==> config.mk <==
export PLATFORM = sky130hd
export DESIGN_NAME = heapTop
export DESIGN_NICKNAME = d
export VERILOG_FILES = /design/src/source/heapCfgPkg.sv /design/src/source/heapTypesPkg.sv /design/src/source/heapLevel.sv /design/src/source/heapSequencer.sv /design/src/source/heapTop.sv
export SDC_FILE = /design/constraint.sdc
export NUM_CORES = 1
export LEC_CHECK = 0
export ABC_AREA = 0
export BUFFER_PORTS_ARGS = -buffer_cell sky130_fd_sc_hd__clkbuf_2
export CAP_MARGIN = 40
export CORE_UTILIZATION = 48
export CTS_CLUSTER_DIAMETER = 40
export CTS_CLUSTER_SIZE = 40
export DETAILED_ROUTE_END_ITERATION = 10
export GPL_ROUTABILITY_DRIVEN = 0
export MAX_ROUTING_LAYER = met4
export PLACE_DENSITY = 0.65
export SYNTH_ARGS = -nofsm -noshare
export SYNTH_HDL_FRONTEND = slang
export SYNTH_SLANG_ARGS = --single-unit
==> constraint.sdc <==
create_clock -name clk -period 9.48 [get_ports clk]
set_input_delay 0.474 -clock clk [delete_from_list [all_inputs] [get_ports clk]]
set_output_delay 0.474 -clock clk [all_outputs]
set_load 0.05 [all_outputs]
==> src/source/heapCfgPkg.sv <==
`default_nettype none

package heapCfgPkg;

    // key and depth sizing
    localparam int KeyWidth      = 16;
    localparam int DefaultLevels = 4;
    localparam int MaxLevels     = 10;   // bounds the address fields below

    typedef logic [KeyWidth-1:0] keyT;   // compared unsigned everywhere

    // node index inside one level, deepest level has 2**(MaxLevels-1) nodes
    typedef logic [MaxLevels-2:0] nodeAddrT;

    typedef logic [3:0] levelIdxT;       // 1 is the root level

endpackage

`default_nettype wire

==> src/source/heapTypesPkg.sv <==
`default_nettype none

package heapTypesPkg;

    // offer from outside
    typedef struct packed {
        logic            valid;
        heapCfgPkg::keyT key;
    } insertReqT;

    // token moving one level down per cycle
    typedef struct packed {
        logic                 active;
        heapCfgPkg::keyT      key;
        heapCfgPkg::nodeAddrT addr;    // node in the receiving level
    } siftTokT;

    // both children of one parent node
    typedef struct packed {
        heapCfgPkg::keyT left;
        heapCfgPkg::keyT right;
    } childPairT;

    // one read-and-clear per cycle, seen by every level
    typedef struct packed {
        logic                 active;
        heapCfgPkg::levelIdxT level;
        heapCfgPkg::nodeAddrT addr;
    } dumpReqT;

    typedef struct packed {
        logic            valid;
        heapCfgPkg::keyT key;
    } dumpOutT;

endpackage

`default_nettype wire

==> src/source/heapLevel.sv <==
`timescale 1ns/1ps
`default_nettype none

module heapLevel #(
    parameter int Levels     = heapCfgPkg::DefaultLevels,
    parameter int LevelIndex = 1
) (
    input  logic                   clk,
    input  logic                   rst,
    input  heapTypesPkg::siftTokT   tokIn,
    input  heapTypesPkg::childPairT childIn,
    input  heapCfgPkg::nodeAddrT    childAddr,
    input  heapTypesPkg::dumpReqT   dumpReq,
    output heapTypesPkg::siftTokT   tokOut,
    output heapTypesPkg::childPairT childOut,
    output heapCfgPkg::keyT         dumpKey,
    output logic                   busy
);
    import heapCfgPkg::*;

    localparam bit IsLast    = (LevelIndex == Levels);
    localparam int BankDepth = (LevelIndex > 1) ? 2 ** (LevelIndex - 2) : 1;
    localparam int IdxW      = (LevelIndex > 2) ? LevelIndex - 2 : 1;

    keyT      minChild;
    keyT      writeKey;
    logic     goRight;
    logic     takeChild;
    logic     dumpHit;
    logic     tokActive;
    keyT      tokKey;
    nodeAddrT tokAddr;

    ////////////////////////////////////////
    // sift compare
    ////////////////////////////////////////

    assign goRight   = childIn.right < childIn.left;   // left wins ties
    assign minChild  = goRight ? childIn.right : childIn.left;
    assign takeChild = !IsLast && (minChild < tokIn.key);  // deepest level keeps the key
    assign writeKey  = takeChild ? minChild : tokIn.key;

    assign busy    = tokIn.active;
    assign dumpHit = dumpReq.active && (dumpReq.level == levelIdxT'(LevelIndex));

    // token for the next level, held one cycle
    always_ff @(posedge clk)
    begin
        if (rst)
        begin
            tokActive <= 1'b0;
        end
        else
        begin
            tokActive <= tokIn.active && takeChild;
        end
    end

    always_ff @(posedge clk)
    begin
        tokKey  <= tokIn.key;
        tokAddr <= {tokIn.addr[MaxLevels-3:0], goRight};   // 2a or 2a+1
    end

    assign tokOut = '{active: tokActive, key: tokKey, addr: tokAddr};

    ////////////////////////////////////////
    // node storage
    ////////////////////////////////////////

    generate
        if (LevelIndex == 1)
        begin : gRoot
            keyT rootNode;

            always_ff @(posedge clk)
            begin
                if (dumpHit)
                begin
                    rootNode <= '0;
                end
                else if (tokIn.active)
                begin
                    rootNode <= writeKey;
                end
            end

            // root has no parent, its key goes to the sequencer as left
            assign childOut = '{left: rootNode, right: '0};
            assign dumpKey  = rootNode;
        end
        else
        begin : gBanks
            keyT             leftBank [BankDepth];    // even nodes
            keyT             rightBank [BankDepth];   // odd nodes
            logic [IdxW-1:0] ownIdx;
            logic [IdxW-1:0] dumpIdx;
            logic [IdxW-1:0] readIdx;

            assign ownIdx  = tokIn.addr[IdxW:1];
            assign dumpIdx = dumpReq.addr[IdxW:1];
            assign readIdx = childAddr[IdxW-1:0];   // parent address picks the pair

            always_ff @(posedge clk)
            begin
                if (dumpHit)
                begin
                    if (dumpReq.addr[0])
                    begin
                        rightBank[dumpIdx] <= '0;
                    end
                    else
                    begin
                        leftBank[dumpIdx] <= '0;
                    end
                end
                else if (tokIn.active)
                begin
                    if (tokIn.addr[0])
                    begin
                        rightBank[ownIdx] <= writeKey;
                    end
                    else
                    begin
                        leftBank[ownIdx] <= writeKey;
                    end
                end
            end

            assign childOut = '{left: leftBank[readIdx], right: rightBank[readIdx]};
            assign dumpKey  = dumpReq.addr[0] ? rightBank[dumpIdx] : leftBank[dumpIdx];
        end
    endgenerate

    // dump waits for an idle heap, so sift and dump never share a cycle
    assert property (@(posedge clk) disable iff (rst)
        tokIn.active |-> !dumpReq.active);

endmodule

`default_nettype wire

==> src/source/heapSequencer.sv <==
`timescale 1ns/1ps
`default_nettype none

module heapSequencer #(
    parameter int Levels = heapCfgPkg::DefaultLevels
) (
    input  logic                   clk,
    input  logic                   rst,
    input  heapTypesPkg::insertReqT offer,
    input  logic                   dumpStart,
    input  heapCfgPkg::keyT         rootKey,
    input  logic [Levels-1:0]      levelBusy,
    input  heapCfgPkg::keyT         dumpKeys [Levels],
    output logic                   insertReady,
    output heapTypesPkg::siftTokT   rootTok,
    output heapTypesPkg::dumpReqT   dumpReq,
    output heapTypesPkg::dumpOutT   dumpOut,
    output logic                   dumpDone
);
    import heapCfgPkg::*;

    logic     phase;
    logic     clearing;      // reset walk over all nodes
    logic     dumping;
    logic     dumpPending;
    logic     lastSeen;
    logic     outValid;
    keyT      outKey;
    keyT      selKey;
    levelIdxT walkLevel;
    nodeAddrT walkAddr;
    logic     offerTaken;
    logic     levelEnd;
    logic     walkEnd;
    logic     startNow;

    ////////////////////////////////////////
    // admission
    ////////////////////////////////////////

    assign insertReady = !phase && !clearing && !dumping && !dumpPending;
    assign offerTaken  = offer.valid && insertReady;

    // larger key replaces the root, sift starts at node 0
    assign rootTok = '{active: offerTaken && (offer.key > rootKey), key: offer.key, addr: '0};

    ////////////////////////////////////////
    // walk over levels and nodes
    ////////////////////////////////////////

    assign dumpReq  = '{active: clearing || dumping, level: walkLevel, addr: walkAddr};
    assign levelEnd = walkAddr == nodeAddrT'((32'd1 << (walkLevel - 1'b1)) - 32'd1);
    assign walkEnd  = levelEnd && (walkLevel == levelIdxT'(Levels));
    assign startNow = (dumpStart || dumpPending) && !clearing && !dumping && !(|levelBusy);

    always_ff @(posedge clk)
    begin
        if (rst)
        begin
            phase       <= 1'b0;
            clearing    <= 1'b1;
            dumping     <= 1'b0;
            dumpPending <= 1'b0;
            walkLevel   <= levelIdxT'(1);
            walkAddr    <= '0;
        end
        else
        begin
            phase <= !phase;
            if (clearing || dumping)
            begin
                if (walkEnd)
                begin
                    clearing  <= 1'b0;
                    dumping   <= 1'b0;
                    walkLevel <= levelIdxT'(1);
                    walkAddr  <= '0;
                end
                else if (levelEnd)
                begin
                    walkLevel <= walkLevel + 1'b1;   // next level, leftmost node
                    walkAddr  <= '0;
                end
                else
                begin
                    walkAddr <= walkAddr + 1'b1;
                end
            end
            if (startNow)
            begin
                dumping     <= 1'b1;
                dumpPending <= 1'b0;
            end
            else if (dumpStart && !dumping)
            begin
                dumpPending <= 1'b1;   // held until all levels idle
            end
        end
    end

    // key of the addressed level
    always_comb
    begin
        selKey = '0;
        for (int n = 0; n < Levels; n++)
        begin
            if (walkLevel == levelIdxT'(n + 1))
            begin
                selKey = dumpKeys[n];
            end
        end
    end

    ////////////////////////////////////////
    // output register and finish pulse
    ////////////////////////////////////////

    always_ff @(posedge clk)
    begin
        if (rst)
        begin
            outValid <= 1'b0;
            lastSeen <= 1'b0;
            dumpDone <= 1'b0;
        end
        else
        begin
            outValid <= dumping;             // clearing walk stays silent
            lastSeen <= dumping && walkEnd;
            dumpDone <= lastSeen;
        end
    end

    always_ff @(posedge clk)
    begin
        outKey <= selKey;
    end

    assign dumpOut = '{valid: outValid, key: outKey};

    // offers only while the walk counter is parked at the root
    assert property (@(posedge clk) disable iff (rst)
        offerTaken |-> (walkLevel == levelIdxT'(1)) && (walkAddr == '0));

    // finish follows the last output, never overlaps it
    assert property (@(posedge clk) disable iff (rst)
        dumpDone |-> $past(dumpOut.valid) && !dumpOut.valid);

endmodule

`default_nettype wire

==> src/source/heapTop.sv <==
`timescale 1ns/1ps
`default_nettype none

module heapTop #(
    parameter int Levels = heapCfgPkg::DefaultLevels
) (
    input  logic                   clk,
    input  logic                   rst,
    input  heapTypesPkg::insertReqT offer,
    input  logic                   dumpStart,
    output logic                   insertReady,
    output heapTypesPkg::dumpOutT   dumpOut,
    output logic                   dumpDone
);
    import heapCfgPkg::*;
    import heapTypesPkg::*;

    siftTokT           tok [1:Levels+1];   // tok[n] sits in level n
    childPairT         child [1:Levels];   // pair served by level n
    keyT               dumpKeys [Levels];
    logic [Levels-1:0] levelBusy;
    dumpReqT           dumpReq;

    heapSequencer #(
        .Levels(Levels)
    ) sequencerInst (
        .clk(clk),
        .rst(rst),
        .offer(offer),
        .dumpStart(dumpStart),
        .rootKey(child[1].left),
        .levelBusy(levelBusy),
        .dumpKeys(dumpKeys),
        .insertReady(insertReady),
        .rootTok(tok[1]),
        .dumpReq(dumpReq),
        .dumpOut(dumpOut),
        .dumpDone(dumpDone)
    );

    generate
        for (genvar n = 1; n <= Levels; n++)
        begin : gLevel
            childPairT belowPair;
            nodeAddrT  parentAddr;

            if (n == Levels)
            begin : gDeepest
                assign belowPair = '0;   // no children below
            end
            else
            begin : gInner
                assign belowPair = child[n+1];
            end

            if (n == 1)
            begin : gRootAddr
                assign parentAddr = '0;
            end
            else
            begin : gParentAddr
                assign parentAddr = tok[n-1].addr;   // node being sifted above
            end

            heapLevel #(
                .Levels(Levels),
                .LevelIndex(n)
            ) levelInst (
                .clk(clk),
                .rst(rst),
                .tokIn(tok[n]),
                .childIn(belowPair),
                .childAddr(parentAddr),
                .dumpReq(dumpReq),
                .tokOut(tok[n+1]),
                .childOut(child[n]),
                .dumpKey(dumpKeys[n-1]),
                .busy(levelBusy[n-1])
            );
        end
    endgenerate

endmodule

`default_nettype wire

## After elaboration in Yosys (flattened, before gate mapping)

Memory sizes are Yosys's and may differ from the RTL's. A register that Yosys moved wholly into a read port is not among the register bits.
Index checks and enable logic that the tools add are counted.
Widths: inputs -> output; s select.

| cells by class | value |
|---|---|
| eq/ne operators | 5 |
| reductions and logical operators | 39 |
| muxes and demuxes | 82 |
| shift-type cells | 1 |
| add/subtract/negate cells | 4 |
| order comparisons | 7 |

Operators by type and width:

| operator | count |
|---|---|
| $mux 16 | 19 |
| $lt 16x16->1 | 6 |
| $reduce_or 16->1 | 6 |
| $mux 1 | 53 |
| $logic_and 1x1->1 | 18 |
| $mux 9 | 2 |
| $gt 16x16->1 | 1 |
| $mux 2 | 6 |
| $add 9x1->9 const B | 1 |
| $eq 9x9->1 | 1 |
| $shl 1x4->9 const A | 1 |
| $sub 9x1->9 const B | 1 |
| $eq 4x2->1 const B | 2 |
| $mux 4 | 2 |
| $reduce_and 2->1 | 3 |
| $reduce_bool 2->1 | 3 |
| $logic_not 1->1 | 5 |
| $add 4x1->4 const B | 1 |
| $eq 4x1->1 const B | 1 |
| $eq 4x3->1 const B | 1 |
| $reduce_or 4->1 | 1 |
| $sub 4x1->4 const B | 1 |
| $logic_or 1x1->1 | 2 |
| $reduce_or 2->1 | 1 |

| word-level totals | value |
|---|---|
| memory bits (writable) | 224 |
| register bits after elaboration | 109 |
| bits of input ports | 20 |
| memories kept | 6 |
| word-level logic and storage cells | 164 |

Memories:

| memory | depth | width | read ports | clocked after Yosys merged registers in | write ports | line | source |
|---|---|---|---|---|---|---|---|
| gLevel[4].levelInst.gBanks.leftBank | 4 | 16 | 2 | 2 | 1 | heapLevel.sv:94 | `keyT leftBank [BankDepth];` |
| gLevel[4].levelInst.gBanks.rightBank | 4 | 16 | 2 | 2 | 1 | heapLevel.sv:95 | `keyT rightBank [BankDepth];` |
| gLevel[3].levelInst.gBanks.leftBank | 2 | 16 | 2 | 2 | 1 | heapLevel.sv:94 |  |
| gLevel[3].levelInst.gBanks.rightBank | 2 | 16 | 2 | 2 | 1 | heapLevel.sv:95 |  |
| gLevel[2].levelInst.gBanks.leftBank | 1 | 16 | 2 | 0 | 1 | heapLevel.sv:94 |  |
| gLevel[2].levelInst.gBanks.rightBank | 1 | 16 | 2 | 0 | 1 | heapLevel.sv:95 |  |

## Longest topological paths before layout

| logic depth | value |
|---|---|
| depth in word-level cells | 11 |
| gate-level depth with buffers | 22 |

## Hierarchy

A second synthesis with hierarchy kept.

| second synthesis, totals | value |
|---|---|
| cells, all modules | 1627 |
| area, all modules | 20214.4 um^2 |

By module, submodules not included:

| module | cells each | sequential area each (um^2) | times used | area each (um^2) |
|---|---|---|---|---|
| heapLevel (gLevel[4].levelInst) | 363 | 4344.2 | 1 | 6934.2 |
| heapLevel (gLevel[3].levelInst) | 360 | 2442.3 | 1 | 4788.3 |
| heapLevel (gLevel[2].levelInst) | 286 | 1481.4 | 1 | 3170.5 |
| heapSequencer | 358 | 720.7 | 1 | 2834.0 |
| heapLevel (gLevel[1].levelInst) | 259 | 840.8 | 1 | 2483.6 |
| heapTop | 1 | 0.0 | 1 | 3.8 |

## Worst setup path before layout

No wires, ideal clock.

| path | value |
|---|---|
| kind | reg2reg |
| from | register gLevel[2].levelInst.tokAddr[0] |
| to | memory gLevel[3].levelInst.gBanks.leftBank[0][15] in the netlist's numbering, data pin |
| data arrival time | 5.331 ns |
| cell stages (with the launch flop) | 20 |
| slack | 3.869 ns |
| clock period less this slack | 5.611 ns |
| buffers on the path | 4 |
| data required time | 9.200 ns |
| library setup time | 0.280 ns |
| path through | dfxtp_1 -> buf_2 -> buf_1 -> mux4_2 -> ha_1 -> a21o_1 -> a2111oi_0 -> o211ai_1 -> o31ai_2 -> clkbuf_1 -> o21ai_0 -> ha_1 -> nand4_1 -> or2_2 -> o211ai_1 -> a311oi_1 -> a21oi_2 -> buf_4 -> mux2i_1 -> nor2_1 |

| between the ends | value |
|---|---|
| longest elaborated chain between the ends | 6 |

Ends and longest elaborated chain:

| item | line | source |
|---|---|---|
| from (decl) | heapLevel.sv:32 | `nodeAddrT tokAddr;` |
| from (signal assigned) | heapLevel.sv:62 | `tokAddr <= {tokIn.addr[MaxLevels-3:0], goRight};` |
| $mux 1 | heapLevel.sv:119 | `if (tokIn.addr[0])` |
| $mux 1 | heapLevel.sv:117 | `else if (tokIn.active)` |
| $mux 1 | heapLevel.sv:106 | `if (dumpHit)` |
| $mux 1 (implied by the code) | heapLevel.sv:125 | `leftBank[ownIdx] <= writeKey;` |
| $reduce_or 16->1 (no source line) | - |  |
| $mux 16 (no source line) | - |  |
| to (decl) | heapLevel.sv:94 |  |

Every way passes these cells.

## Worst setup path in the final report

| path | value |
|---|---|
| from | register gLevel[2].levelInst.tokAddr[0] |
| to | memory gLevel[3].levelInst.gBanks.rightBank[0][2] in the netlist's numbering, data pin |

| between the ends | value |
|---|---|
| longest elaborated chain between the ends | 6 |

Ends and longest elaborated chain:

| item | line | source |
|---|---|---|
| $mux 1 | heapLevel.sv:119 |  |
| $mux 1 | heapLevel.sv:117 |  |
| $mux 1 | heapLevel.sv:106 |  |
| $mux 1 (implied by the code) | heapLevel.sv:121 | `rightBank[ownIdx] <= writeKey;` |
| $reduce_or 16->1 (no source line) | - |  |
| $mux 16 (no source line) | - |  |
| to (decl) | heapLevel.sv:95 |  |

Every way passes these cells.

==> reports/results.txt <==
Peak Freq - 166 MHz
Status - completed
Starting Density - 48.6%
Layout cells sized above 1 - 19.6%
Startpoint types - register
Number of enable flip-flop cells after synthesis - 224
HP Start - offer[0]
GRT overflow - 0
Fin crit share - 63.7%
Vias in the first global route - 12.0k
Ys async rst share - 0%
Yosys reg bits - 335
Mapped Nets - 1,584
Post-cts repair resize count - 0
Clock Latency Late Sink - 590 ps
Setup TNS - 0 ps
Worst setup EP type - register
WHS - 57.4 ps
Req. time, crit path - 9790 ps
Crit path buf inv count - 3
DR vias/cell - 5.90
N_diodes - 0
Synthesis warning total - 0
Top post-synthesis cells by area - edfxtp_1 38%, dfxtp_1 13%, mux4_2 10%
Worst-path cell chain - buf_4 > mux4_2 > ha_1 > nand4_1 > or2_2 > nor3_1 > o31ai_4 > buf_4 > o21ai_0 > ha_1 > a21o_1 > a21o_1 > a21oi_1 > o21ai_0 > a311oi_1 > a21oi_2 > buf_4 > mux2i_1 > nor2_1
Max-Cap Viols - 0
Worst Setup SP - gLevel[2].levelInst.tokAddr[0]
Commonest cells in the synthesized netlist - 224 x edfxtp_1, 124 x nor2_1, 116 x inv_1
Final setup violation count - 0
Yosys top cell area share - 37.9%
Total power - 4470 uW
Worst vdd ir - 0.162 mV
Data arrival, critical path - 6350 ps
Clk buf depth - 3
Number of I/O pins - 39
Maximum fanout along the worst path - 29
Setup CP Type - reg2reg
Vias - 11.9k
Die Ht - 194 um
Clk slew on worst S/H paths - 60 ps
Post-synth cell types - 68
Post-Syn Area - 17,700 um2
Post-DRT Antenna Nets - 0
Post-Route WL - 45,000 um
Max incr delay on CP - 610 ps
# DRC - 0
Synth Flop Type - edfxtp_1
Hold Buf Count CTS - 0
DIE AREA - 37,700 um2
Cells after Synth - 1,449
# clock sinks - 335
Initial drt markers - 791
Hpwl dp - 31,200 um
Most common cell in the netlist - edfxtp_1
Postcts setup bufs - 0
Fin. max-slew vios - 0
Worst slew pin tran - 883 ps
Max Clock Skew - 27.5 ps
Initial antenna violation count - 0
Seq/Total Area, Yosys - 50.4%
Gr usage total - 25.0%
Core region area - 36,500 um2
RSZ-0062 raised after global routing - false
Port bufs - 38
Final nets - 1,639
CP most frequent cell - buf_4
Max stage delay cell, worst path - mux4_2
Final hold viol count - 0
Root buffer cell - clkbuf_16
Crit path time final - 6040 ps
CTS tree - built
Detailed Routing Iterations Pass 1 - 7
# fillers - 2,990
Crit path max-delay family - compound AO/OA/AOI/OAI gates
Relative slew slack - 41.2%
Die Wd - 194 um
H-tree depth - 2
Routed length per placed instance - 22.3 um
Hold WC Path Type - in2reg
Static leakage - 0.00747 uW
Reg2Reg Launch Point - gLevel[2].levelInst.tokAddr[0]
Largest net degree at the start of global routing - 37
PD cells - 220 nW/um2
First-pass GRT wire length - 69,900 um
Syn Area/Cell - 12.2 um2
Number of buffers created by CTS - 49
Layout area overhead - 14.8%
Most area-hungry cell type in the Yosys netlist - edfxtp_1
Row count - 70
## metrics by stage
stage	cell area, um2	util [%]	instances	setup slack, ps
finish	20400	55.8	2013	3440
global route	20400	55.8	2013	3020
CTS	20400	55.8	2012	3420
detailed placement	18700	51.1	1920	3490
global placement	18500	50.8	1914	3420
floorplan	17700	-	1449	3870
## cell type report
type / instances / area [um2] / area share [%]
clock buffers: 63 / 1390 / 6.83
flip-flops and latches: 335 / 8960 / 44.0
well taps: 468 / 586 / 2.87
inverters: 116 / 435 / 2.14
multi-input cells: 925 / 8140 / 39.9
repair buffers: 77 / 571 / 2.80
clock inverters: 29 / 299 / 1.47
## worst paths after layout
check	end	slack, ps	cells after the start
worst max-delay path	gLevel[3].levelInst.gBanks.rightBank[0][2]	3440	19
worst min-delay path	gLevel[1].levelInst.tokKey[0]	60	1
worst max register to register	gLevel[3].levelInst.gBanks.rightBank[0][2]	3440	19
worst min register to register	gLevel[2].levelInst.tokKey[5]	370	0
## sequential cells by signal, indices dropped and copies added, names as in the netlist, 3 cells and up, named ones only
signal / count
sequencerInst.walkAddr: 9
sequencerInst.walkLevel: 4
gLevel.levelInst.tokActive: 3
gLevel.levelInst.tokKey: 48
gLevel.levelInst.gBanks.leftBank: 112
gLevel.levelInst.dumpKey: 16
gLevel.levelInst.gBanks.rightBank: 112
sequencerInst.outKey: 16
gLevel.levelInst.tokAddr: 6
## routing by layer
| layer | global-route usage [%] | up-vias | routed length (um) |
|---|---|---|---|
| met1 | 32.7 | 5896 | 19800 |
| met4 | 7.08 | 0 | 1020 |
| met5 | - | - | 0 |
| met3 | 3.83 | 68 | 2170 |
| li1 | - | 5595 | - |
| met2 | 40.4 | 310 | 21900 |
## placed cells by master (no fill, tap or decap), types with 6 or more instances in the layout
cell type / instances
inv_1: 116
nor2b_1: 11
inv_6: 10
xor2_1: 7
nand3_1: 15
mux4_2: 81
edfxtp_1: 224
nand2b_1: 8
o221ai_1: 19
o2bb2ai_1: 17
mux2i_1: 97
clkbuf_2: 38
and2_1: 36
xnor2_1: 6
nor2_1: 122
o21ai_0: 41
nor4_1: 6
a211oi_1: 9
dfxtp_1: 106
nand2_1: 67
a21oi_1: 65
buf_4: 32
clkinv_2: 7
nand4_1: 22
o211ai_1: 13
clkbuf_16: 52
ha_1: 115
clkbuf_1: 6
mux2_2: 32
a21o_1: 26
nor3_1: 17
## worst register-to-register path: cells and delay by family, from the launching register on
| family | cells | cell delay, ps |
|---|---|---|
| AND/OR/NAND/NOR | 4 | 870 |
| AO/OA/AOI/OAI | 8 | 1730 |
| flip-flops | 1 | 550 |
| adder cells (fa/ha/maj) | 2 | 690 |
| multiplexers | 2 | 890 |
| buffers and inverters | 3 | 1040 |
## kinds of logic (layout without fill, tap and decap cells)
family | after synthesis | after routing | synth area share [%]
fa+ha+maj | 115 | 115 | 8.11
xor+xnor | 13 | 13 | 0.642
flops | 335 | 335 | 50.4
buf+inv | 189 | 285 | 4.15
compound gates | 250 | 250 | 9.69
mux | 211 | 211 | 17.8
simple gates | 336 | 336 | 9.13
## where the power goes
part,switching (uW),internal [uW]
logic,581,393
registers,49.4,1590
clock network,715,1140
total,1350,3130
(Power assumes the default switching activity.)
